--- config.mk ---
export PLATFORM = sky130hd
export DESIGN_NAME = frontend
export DESIGN_NICKNAME = d
export VERILOG_FILES = /design/src/source/frontend_pkg.sv /design/src/source/fetch_target_queue.sv /design/src/source/fetch_unit.sv /design/src/source/frontend.sv
export SDC_FILE = /design/constraint.sdc
export NUM_CORES = 1
export LEC_CHECK = 0
export ABC_AREA = 1
export BUFFER_PORTS_ARGS = -buffer_cell sky130_fd_sc_hd__buf_2
export CAP_MARGIN = 15
export CORE_AREA = 2 2 243 245
export CTS_CLUSTER_DIAMETER = 60
export DETAILED_ROUTE_END_ITERATION = 16
export DIE_AREA = 0 0 245 247
export PLACE_DENSITY = 0.7
export SYNTH_ARGS = -nofsm -noshare
export SYNTH_HDL_FRONTEND = slang
export SYNTH_SLANG_ARGS = --single-unit
export TNS_END_PERCENT = 10
--- constraint.sdc ---
create_clock -name clk -period 8.3 [get_ports clk]
set_clock_uncertainty 0.05 [all_clocks]
set_input_delay 1.66 -clock clk [delete_from_list [all_inputs] [get_ports clk]]
set_output_delay 1.66 -clock clk [all_outputs]
set_load 0.02 [all_outputs]
--- src/source/frontend_pkg.sv ---
package frontend_pkg;

    // byte address width of the core
    localparam int ADDR_WIDTH = 32;

    // one instruction word
    localparam int INSTR_WIDTH = 32;

    // instructions per fetch block
    localparam int FETCH_WIDTH = 4;

    // pc step between sequential blocks
    localparam int FETCH_BYTES = 16;

    // icache line, bits and bytes
    localparam int LINE_WIDTH = 128;
    // line bases are aligned to this
    localparam int LINE_BYTES = 16;

    // fetch target queue size
    localparam int FTQ_DEPTH = 8;
    // pointer width, count is one bit wider
    localparam int FTQ_PTR_WIDTH = 3;

    // first fetch address out of reset
    localparam logic [ADDR_WIDTH-1:0] RESET_PC = 32'h1c000000;

    // fetch unit states
    typedef enum logic [1:0] {
        // waiting for a block from the queue
        FETCH_IDLE  = 2'b00,
        // cache lines outstanding
        FETCH_WAIT  = 2'b01,
        // group ready, held while stalled
        FETCH_OUT   = 2'b10,
        // swallowing late responses after a flush
        FETCH_DRAIN = 2'b11
    } fetch_state_e;

endpackage

--- src/source/fetch_target_queue.sv ---
`timescale 1ns/1ps

module fetch_target_queue (
    input  logic                                  clk,
    input  logic                                  rst_n,
    input  logic                                  flush_i,
    input  logic                                  push_valid_i,
    input  logic [frontend_pkg::ADDR_WIDTH-1:0]   push_pc_i,
    output logic                                  full_o,
    output logic                                  fetch_valid_o,
    output logic [frontend_pkg::ADDR_WIDTH-1:0]   fetch_pc_o,
    input  logic                                  fetch_accept_i,
    input  logic                                  commit_i
);
    import frontend_pkg::*;

    // block start pcs
    logic [ADDR_WIDTH-1:0]    pc_mem [FTQ_DEPTH];
    // per entry: written, and handed to the fetch unit
    logic [FTQ_DEPTH-1:0]     valid_q;
    logic [FTQ_DEPTH-1:0]     fetched_q;
    logic [FTQ_PTR_WIDTH-1:0] wr_ptr_q;
    logic [FTQ_PTR_WIDTH-1:0] fetch_ptr_q;
    logic [FTQ_PTR_WIDTH-1:0] commit_ptr_q;
    // occupancy, entries stay counted until commit
    logic [FTQ_PTR_WIDTH:0]   count_q;
    logic                     push;
    logic                     fetch;
    logic                     commit;

    assign full_o = (count_q == (FTQ_PTR_WIDTH + 1)'(FTQ_DEPTH));

    // oldest entry written but not yet fetched
    assign fetch_valid_o = valid_q[fetch_ptr_q] && !fetched_q[fetch_ptr_q];
    assign fetch_pc_o    = pc_mem[fetch_ptr_q];

    // a push in the flush cycle belongs to the old stream
    assign push  = push_valid_i && !full_o && !flush_i;
    assign fetch = fetch_accept_i && fetch_valid_o;
    // commit only frees an entry that was already fetched
    assign commit = commit_i && valid_q[commit_ptr_q] && fetched_q[commit_ptr_q];

    always_ff @(posedge clk or negedge rst_n) begin
        if (!rst_n) begin
            wr_ptr_q     <= '0;
            fetch_ptr_q  <= '0;
            commit_ptr_q <= '0;
            count_q      <= '0;
            valid_q      <= '0;
            fetched_q    <= '0;
        end else if (flush_i) begin
            // redirect drops every block in flight
            wr_ptr_q     <= '0;
            fetch_ptr_q  <= '0;
            commit_ptr_q <= '0;
            count_q      <= '0;
            valid_q      <= '0;
            fetched_q    <= '0;
        end else begin
            if (push) begin
                valid_q[wr_ptr_q] <= 1'b1;
                wr_ptr_q          <= wr_ptr_q + 1'b1;
            end
            if (fetch) begin
                fetched_q[fetch_ptr_q] <= 1'b1;
                fetch_ptr_q            <= fetch_ptr_q + 1'b1;
            end
            // push only hits the commit slot when the queue is empty
            if (commit) begin
                valid_q[commit_ptr_q]   <= 1'b0;
                fetched_q[commit_ptr_q] <= 1'b0;
                commit_ptr_q            <= commit_ptr_q + 1'b1;
            end
            case ({push, commit})
                2'b10:   count_q <= count_q + 1'b1;
                2'b01:   count_q <= count_q - 1'b1;
                default: count_q <= count_q;
            endcase
        end
    end

    // entry payload
    always_ff @(posedge clk) begin
        if (push) begin
            pc_mem[wr_ptr_q] <= push_pc_i;
        end
    end

endmodule

--- src/source/fetch_unit.sv ---
`timescale 1ns/1ps

module fetch_unit (
    input  logic                                                        clk,
    input  logic                                                        rst_n,
    input  logic                                                        flush_i,
    input  logic                                                        ftq_valid_i,
    input  logic [frontend_pkg::ADDR_WIDTH-1:0]                         ftq_pc_i,
    output logic                                                        ftq_accept_o,
    output logic [1:0]                                                  icache_rreq_o,
    output logic [1:0][frontend_pkg::ADDR_WIDTH-1:0]                    icache_raddr_o,
    input  logic [1:0]                                                  icache_rvalid_i,
    input  logic [1:0][frontend_pkg::LINE_WIDTH-1:0]                    icache_rdata_i,
    input  logic                                                        stall_i,
    output logic                                                        instr_valid_o,
    output logic [frontend_pkg::FETCH_WIDTH-1:0][frontend_pkg::ADDR_WIDTH-1:0]  instr_pc_o,
    output logic [frontend_pkg::FETCH_WIDTH-1:0][frontend_pkg::INSTR_WIDTH-1:0] instr_o
);
    import frontend_pkg::*;

    fetch_state_e               state_q;
    fetch_state_e               state_d;
    // block start pc of the group in flight
    logic [ADDR_WIDTH-1:0]      blk_pc_q;
    logic [ADDR_WIDTH-1:0]      line_base;
    logic [1:0][LINE_WIDTH-1:0] line_q;
    // request issued, response not yet seen
    logic [1:0]                 outst_q;
    // line captured for the current block
    logic [1:0]                 got_q;
    logic                       cross_line;
    logic [1:0]                 rsp;
    logic [1:0]                 outst_left;
    logic                       lines_done;
    logic [2*LINE_WIDTH-1:0]    line_pair;

    // block spills into the next line unless it starts at word 0
    assign cross_line = (blk_pc_q[3:2] != 2'b00);

    assign rsp        = outst_q & icache_rvalid_i;
    assign outst_left = outst_q & ~icache_rvalid_i;
    // all needed lines held or landing this cycle
    assign lines_done = (got_q[0] | rsp[0]) & (~cross_line | got_q[1] | rsp[1]);

    // take a new block only when idle and not being redirected
    assign ftq_accept_o = (state_q == FETCH_IDLE) && ftq_valid_i && !flush_i;

    // request level stays up until its response
    assign icache_rreq_o     = outst_q;
    assign line_base         = {blk_pc_q[ADDR_WIDTH-1:4], 4'b0000};
    assign icache_raddr_o[0] = line_base;
    assign icache_raddr_o[1] = line_base + ADDR_WIDTH'(LINE_BYTES);

    always_comb begin
        state_d = state_q;
        unique case (state_q)
            FETCH_IDLE: begin
                if (ftq_accept_o) begin
                    state_d = FETCH_WAIT;
                end
            end
            FETCH_WAIT: begin
                if (lines_done) begin
                    state_d = FETCH_OUT;
                end
            end
            FETCH_OUT: begin
                // shown once the buffer has room
                if (!stall_i) begin
                    state_d = FETCH_IDLE;
                end
            end
            FETCH_DRAIN: begin
                if (outst_left == 2'b00) begin
                    state_d = FETCH_IDLE;
                end
            end
            default: state_d = FETCH_IDLE;
        endcase
        // flush wins, drain only if the cache still owes a response
        if (flush_i) begin
            state_d = (outst_left != 2'b00) ? FETCH_DRAIN : FETCH_IDLE;
        end
    end

    always_ff @(posedge clk or negedge rst_n) begin
        if (!rst_n) begin
            state_q <= FETCH_IDLE;
            outst_q <= '0;
            got_q   <= '0;
        end else begin
            state_q <= state_d;
            if (ftq_accept_o) begin
                // port 1 only for a line-crossing block
                outst_q <= {(ftq_pc_i[3:2] != 2'b00), 1'b1};
                got_q   <= '0;
            end else begin
                outst_q <= outst_left;
                got_q   <= got_q | rsp;
            end
        end
    end

    // block pc and line data, no reset
    always_ff @(posedge clk) begin
        if (ftq_accept_o) begin
            blk_pc_q <= ftq_pc_i;
        end
        for (int p = 0; p < 2; p++) begin
            if (rsp[p]) begin
                line_q[p] <= icache_rdata_i[p];
            end
        end
    end

    // second line sits above the first
    assign line_pair = {line_q[1], line_q[0]};

    always_comb begin : extract
        logic [2:0] word_idx;
        for (int k = 0; k < FETCH_WIDTH; k++) begin
            // word offset in the line pair, at most 6
            word_idx      = {1'b0, blk_pc_q[3:2]} + 3'(k);
            instr_o[k]    = line_pair[word_idx*INSTR_WIDTH +: INSTR_WIDTH];
            instr_pc_o[k] = blk_pc_q + ADDR_WIDTH'(k * (INSTR_WIDTH / 8));
        end
    end

    // group is dropped if the flush lands in the output cycle
    assign instr_valid_o = (state_q == FETCH_OUT) && !stall_i && !flush_i;

endmodule

--- src/source/frontend.sv ---
`timescale 1ns/1ps

module frontend (
    input  logic                                                        clk,
    input  logic                                                        rst_n,
    input  logic [frontend_pkg::ADDR_WIDTH-1:0]                         backend_next_pc_i,
    input  logic                                                        backend_flush_i,
    input  logic                                                        backend_commit_i,
    input  logic                                                        instr_buffer_stall_i,
    output logic [1:0]                                                  icache_read_req_o,
    output logic [1:0][frontend_pkg::ADDR_WIDTH-1:0]                    icache_read_addr_o,
    input  logic [1:0]                                                  icache_read_valid_i,
    input  logic [1:0][frontend_pkg::LINE_WIDTH-1:0]                    icache_read_data_i,
    output logic                                                        instr_valid_o,
    output logic [frontend_pkg::FETCH_WIDTH-1:0][frontend_pkg::ADDR_WIDTH-1:0]  instr_pc_o,
    output logic [frontend_pkg::FETCH_WIDTH-1:0][frontend_pkg::INSTR_WIDTH-1:0] instr_o
);
    import frontend_pkg::*;

    logic [ADDR_WIDTH-1:0] pc_q;
    logic [ADDR_WIDTH-1:0] next_pc;
    logic                  bpu_valid;
    logic                  ftq_full;
    logic                  ftq_valid;
    logic [ADDR_WIDTH-1:0] ftq_pc;
    logic                  ifu_accept;

    always_ff @(posedge clk or negedge rst_n) begin
        if (!rst_n) begin
            pc_q <= RESET_PC;
        end else begin
            pc_q <= next_pc;
        end
    end

    // no predictor, next block is always sequential
    always_comb begin
        if (backend_flush_i) begin
            next_pc = backend_next_pc_i;
        end else if (ftq_full) begin
            // hold until a commit frees a slot
            next_pc = pc_q;
        end else begin
            next_pc = pc_q + ADDR_WIDTH'(FETCH_BYTES);
        end
    end

    // every pc becomes a block while there is room
    assign bpu_valid = !ftq_full;

    fetch_target_queue u_ftq (
        .clk            (clk),
        .rst_n          (rst_n),
        .flush_i        (backend_flush_i),
        .push_valid_i   (bpu_valid),
        .push_pc_i      (pc_q),
        .full_o         (ftq_full),
        .fetch_valid_o  (ftq_valid),
        .fetch_pc_o     (ftq_pc),
        .fetch_accept_i (ifu_accept),
        .commit_i       (backend_commit_i)
    );

    fetch_unit u_ifu (
        .clk             (clk),
        .rst_n           (rst_n),
        .flush_i         (backend_flush_i),
        .ftq_valid_i     (ftq_valid),
        .ftq_pc_i        (ftq_pc),
        .ftq_accept_o    (ifu_accept),
        .icache_rreq_o   (icache_read_req_o),
        .icache_raddr_o  (icache_read_addr_o),
        .icache_rvalid_i (icache_read_valid_i),
        .icache_rdata_i  (icache_read_data_i),
        .stall_i         (instr_buffer_stall_i),
        .instr_valid_o   (instr_valid_o),
        .instr_pc_o      (instr_pc_o),
        .instr_o         (instr_o)
    );

endmodule

### After elaboration in Yosys (flattened, before gate mapping)

Memory sizes are Yosys's and may differ from the RTL's.
Cells that the tools add are included.
W data, S select, Z words.

* reduce and logical (&&, ||, !) cells: 26
* shift operators: 4
* magnitude comparators: 6
* multiplexer cells: 43
* equal/unequal tests: 11
* $add $sub $neg: 13
* bitwise logic cells: 14

Operators with widths (number)
* $shiftx A256 B9 Y32: 3
* $shiftx A256 B8 Y32: 1
* $add A32 B4 Y32 const B: 2
* $add A32 B5 Y32 const B: 2
* $mux W32: 2
* $mux W8: 8
* $add A32 B3 Y32 const B: 1
* $mux W3: 6
* $and A8 B8 Y8: 2
* $mux W2: 8
* $or A8 B8 Y8: 2
* $bmux W1 S3: 4
* $logic_and A1 B1 Y1: 12
* $lt A3 B4 Y1 const B: 3
* $reduce_bool A2 Y1: 6
* $add A3 B1 Y3 const B: 3
* $demux W1 S3: 3
* $ge A3 B1 Y1 const B: 3
* $mux W1: 9
* $not A8 Y8: 1
* $pmux W2 S4: 1
* $pmux W4 S2: 1
* $add A2 B2 Y3 const B: 2
* $eq A2 B2 Y1 const B: 3
* other kinds (19): 29

* register bits after elaboration: 355
* memories kept: 1
* RAM bits: 256
* input port bits: 295
* logic and storage cells: 131

Memory list
* u_ftq.pc_mem: depth 8, bits a word 32, rd ports 1, clocked after memory_dff 0, write ports 1, line fetch_target_queue.sv:18 `logic [ADDR_WIDTH-1:0] pc_mem [FTQ_DEPTH];`

### Depth between registers and ports, before layout

* depth after elaboration: 12
* depth in mapped cells: 18
* gate-level depth less buffers: 17

### Hierarchy

A second synthesis with hierarchy kept.

* cell total of the unflattened synthesis: 2508
* area, all modules: 27127.3 um^2

By module, submodules not included
* fetch_unit: area an instance 13857.0 um^2, instances 1, sequential area each 7837.5 um^2, cells an instance 1411
* fetch_target_queue: area an instance 11095.6 um^2, instances 1, sequential area each 8413.1 um^2, cells an instance 767
* frontend: area an instance 2174.6 um^2, instances 1, sequential area each 804.5 um^2, cells an instance 330

### Least setup slack after synthesis

OpenSTA, ideal clock, no wires.

* kind: in2reg
* start: input port icache_read_valid_i[0]
* end: register u_ifu.state_q[1]
* data arrival time: 4.983 ns
* required time: 8.119 ns
* path slack: 3.136 ns
* stages on the path: 9
* buffers on the path: 0
* library setup time: 0.131 ns
* cells stage by stage: nand2_1 -> inv_1 -> o32ai_1 -> nand2_1 -> o21ai_0 -> a21oi_1 -> o21ai_0 -> nand2_1 -> o21ai_0

* longest elaborated chain between the ends: 5

Ends and longest elaborated chain
* start, declared: line frontend.sv:12 `input logic [1:0] icache_read_valid_i,`
* $and A2 B2 Y2: line fetch_unit.sv:40 `assign rsp = outst_q & icache_rvalid_i;`
* via u_ifu.rsp[0]: line fetch_unit.sv:32 `logic [1:0] rsp;`
* $or A1 B1 Y1: line fetch_unit.sv:43 `assign lines_done = (got_q[0] | rsp[0]) & (~cross_line | got_q[1] | rsp[1]);`
* $and A1 B1 Y1: line fetch_unit.sv:43
* $ne A3 B2 Y1 (no line)
* $reduce_and A4 Y1 (no line)
* end signal, assigned: line fetch_unit.sv:92 `state_q <= state_d;`
* end, declared: line fetch_unit.sv:21 `fetch_state_e state_q;`

The timed path passes the listed nets, and every way through them passes these cells.
A chain may end at the register's enable or synchronous reset.

==> reports/metrics.cfg <==
[hold_path]
hp-class = reg2reg
whs_endpoint = u_ftq.count_q[2]
min-delay-start = u_ftq.count_q[2]
hold_path_depth = 2

[cts]
htreeDepth = 2
clk_latency_ns = 0.65
cts_tree = done
cts_setup_buffers = 0
root_buffer = clkbuf_16
clock_path_buffers = 3
cts_made_buffers = 59
cts-resized-gates = 0
cts.sinks = 579
holdBufCountCts = 0
clkTransAtPathRegs_ns = 0.06

[flow_run]
max_cap_violations = 0

[global_route]
grt_use_total_pct = 27.5
antenna_found_initial = 23
grt_remaining_overflow = 0
grt_max_degree = 195
grt_pass1_wl_um = 125000
grt_pass1_vias = 19700

[setup_path]
rr_endpoint = u_ifu.state_q[1]
crit_arrival_ns = 4.42
critPathMaxFanout = 194
r2r_cells = 12
r2r_start = u_ifu.blk_pc_q[3]
rrSetupSlack_ns = 4.29
crit_chain = buf_12 > inv_2 > buf_4 > ha_1 > inv_1 > nand2_1 > xor2_1 > buf_2
worstPathRequired_ns = 6.59
critPathKind = reg2out
cpPeakStageDelay_ns = 0.79
cp-end-kind = output pin
slowest_stage = inv_2
critPathLaunchType = flop
cp-startpoint = u_ifu.blk_pc_q[3]

[floorplanning]
die_x_um = 245
die_h_um = 247
io_pins = 618
start_util_pct = 45.5
die_area_sq_um = 60500
fp-row-count = 89
fp.coreArea_sq_um = 58200

[logic_synthesis]
synth_most_common_cell = edfxtp_1
synth_edf_count = 512
synthArstFlopShare_pct = 11.6
netlist_top_cells_area = edfxtp_1, o21ai_0, dfrtp_1
ys_top_cells_by_count = edfxtp_1, nor2_1, o21ai_0
synth_top_area_share_pct = 58.0
ys.flop_type = edfxtp_1
ys_warn_count = 0
synth-seq-cells = 579
synth_cell_types = 46
synth_cells = 2463
yosysSeqAreaShare_pct = 64.3
avgSynthCellArea_sq_um = 10.8
yosysTopAreaCell = edfxtp_1
syn-cell-area_sq_um = 26500

[finish]
fin_util_pct = 54.7
seq_area_sq_um = 17100
nFillCells = 4996
final_layout_size_suffix_gt1_share_pct = 24.6
multi_input_comb_area_sq_um = 8050
areaGrowthSynthToFinish_pct = 20.1
layout.nets = 3256

[timing]
finalSetupViolCount = 0
period_needed_ns = 6.13
fmax_ghz = 0.163
period_share_pct = 73.9
hold_viol = 0
finalSetupTns_ns = 0
finalMaxSlewViolations = 0
setup_ws_ns = 2.17
tightestPinTransition_ns = 1.17
rsz0062_at_grt = no
maxSlewHeadroom_pct = 21.7
fin_hold_ws_ns = 0.463

[power_and_ir_drop]
sequentialPowerShare_pct = 42.9
p_int_w = 0.00571
powerDensity_nw_per_um2 = 275
p_total_w = 0.00875
switching_share_pct = 34.8
leakagePower_nw = 12.5
p_comb_share_pct = 26.0
p_clk_share_pct = 31.1
ir_worst_vdd_mv = 0.213
p_sw_w = 0.00305

[placement]
portBuffers = 577
dpl_worst_slack_ns = 3.11
dp.final_hpwl_um = 60700
place_congestion = 0.962

[detailed_routing]
drcViolationCount = 0
vias = 21200
final_antenna_net_count = 0
drtPass1Iterations = 5
wl_per_cell_um = 23.0
post_drt_via_cell_ratio = 5.59
drt-total-wl_um = 87100
drt_first_iter_violations = 2255

[run_status]
status = finished, final reports clean

==> state kept, by name, indices dropped and copies added (netlist names) <==
signal / cells
u_ftq.pc_mem: 256
pc_q: 32
u_ftq.valid_q: 8
u_ftq.commit_ptr_q: 3
u_ifu.blk_pc_q: 32
u_ftq.fetch_ptr_q: 3
u_ifu.line_pair: 224
u_ifu.state_q: 2
u_ifu.icache_rreq_o: 2
u_ftq.count_q: 4
u_ftq.wr_ptr_q: 3
u_ftq.fetched_q: 8
u_ifu.got_q: 2
==> per-layer routing <==
metal  GRT usage, %  wire, um  part of all wire, %
met2           43.4     40300                   46
met4           9.04      2500                  2.9
met5              0        76                0.087
met1           37.5     34600                   40
met3           6.77      9560                   11
==> how the worst max path moves through the flow <==
stage	end	cells past startpoint
3_5_place_dp	instr_pc_o[116]	8
2_1_floorplan	u_ifu.state_q[1]	9
3_3_place_gp	instr_pc_o[116]	8
4_1_cts	instr_pc_o[116]	8
6_report	instr_pc_o[126]	8
5_1_grt	instr_pc_o[122]	11
==> worst max-delay path: cells and delay by family (launching register included) <==
kind,cells,cell delay (ns)
DFF,1,0.41
buffers and inverters,5,2.08
adders and majority gates,1,0.35
and+or+nand+nor,1,0.10
xor gates and xnor gates,1,0.55
==> placed cells by master, fill, tap and decap left out, drive strengths merged <==
master / instances
nand2: 309
a21oi: 126
nand3b: 5
ha: 11
mux2i: 32
a22oi: 36
o221ai: 5
o21ba: 1
clkinvlp: 1
o21bai: 1
nand4: 14
inv: 167
nand3: 37
o211ai: 21
edfxtp: 512
xor2: 94
o32ai: 1
clkbuf: 72
o22ai: 39
clkinv: 29
o2111ai: 31
a31oi: 4
o21a: 6
dfstp: 3
buf: 601
xnor2: 11
nor4: 10
nor2: 382
bufinv: 7
nor3: 22
o21ai: 333
and3: 1
conb: 8
o31ai: 4
diode: 18
dfrtp: 64
==> cell type report <==
cell class / instances / share of cell area (%)
Antenna cell: 18 / 0.141
Tap cell: 773 / 3.04
Timing Repair Buffer: 601 / 9.71
Sequential cell: 579 / 53.6
Inverter: 165 / 1.98
Multi-Input combinational cell: 1544 / 25.3
Clock buffer: 72 / 4.88
Clock inverter: 39 / 1.43
==> power groups by stage <==
stage / Sequential (W) / Combinational [W] / Clock [W]
after floorplan: 0.00373 / 0.00146 / 0
after global placement: 0.00379 / 0.00222 / 0
after detailed placement: 0.00380 / 0.00226 / 0
after CTS: 0.00374 / 0.00227 / 0.00276
after global routing: 0.00377 / 0.00245 / 0.00288
final: 0.00375 / 0.00228 / 0.00272
==> through the flow <==
stage / cell area [sq um] / instances
floorplan: 26500 / 2470
global placement: 29800 / 3662
detailed placement: 29800 / 3662
CTS: 31800 / 3773
global route: 31800 / 3785
finish: 31900 / 3791
==> cell families after synthesis <==
group	after synthesis	synth area share, %
AO/OA/AOI/OAI	608	12.9
XOR/XNOR	105	3.50
buffers and inverters	347	5.68
flip-flops	579	64.3
AND/OR/NAND/NOR	780	11.9
multiplexers	32	1.21
other	1	0.0141
adder cells (fa/ha/maj)	11	0.519
Note: power is estimated with default switching activity, not from simulation.
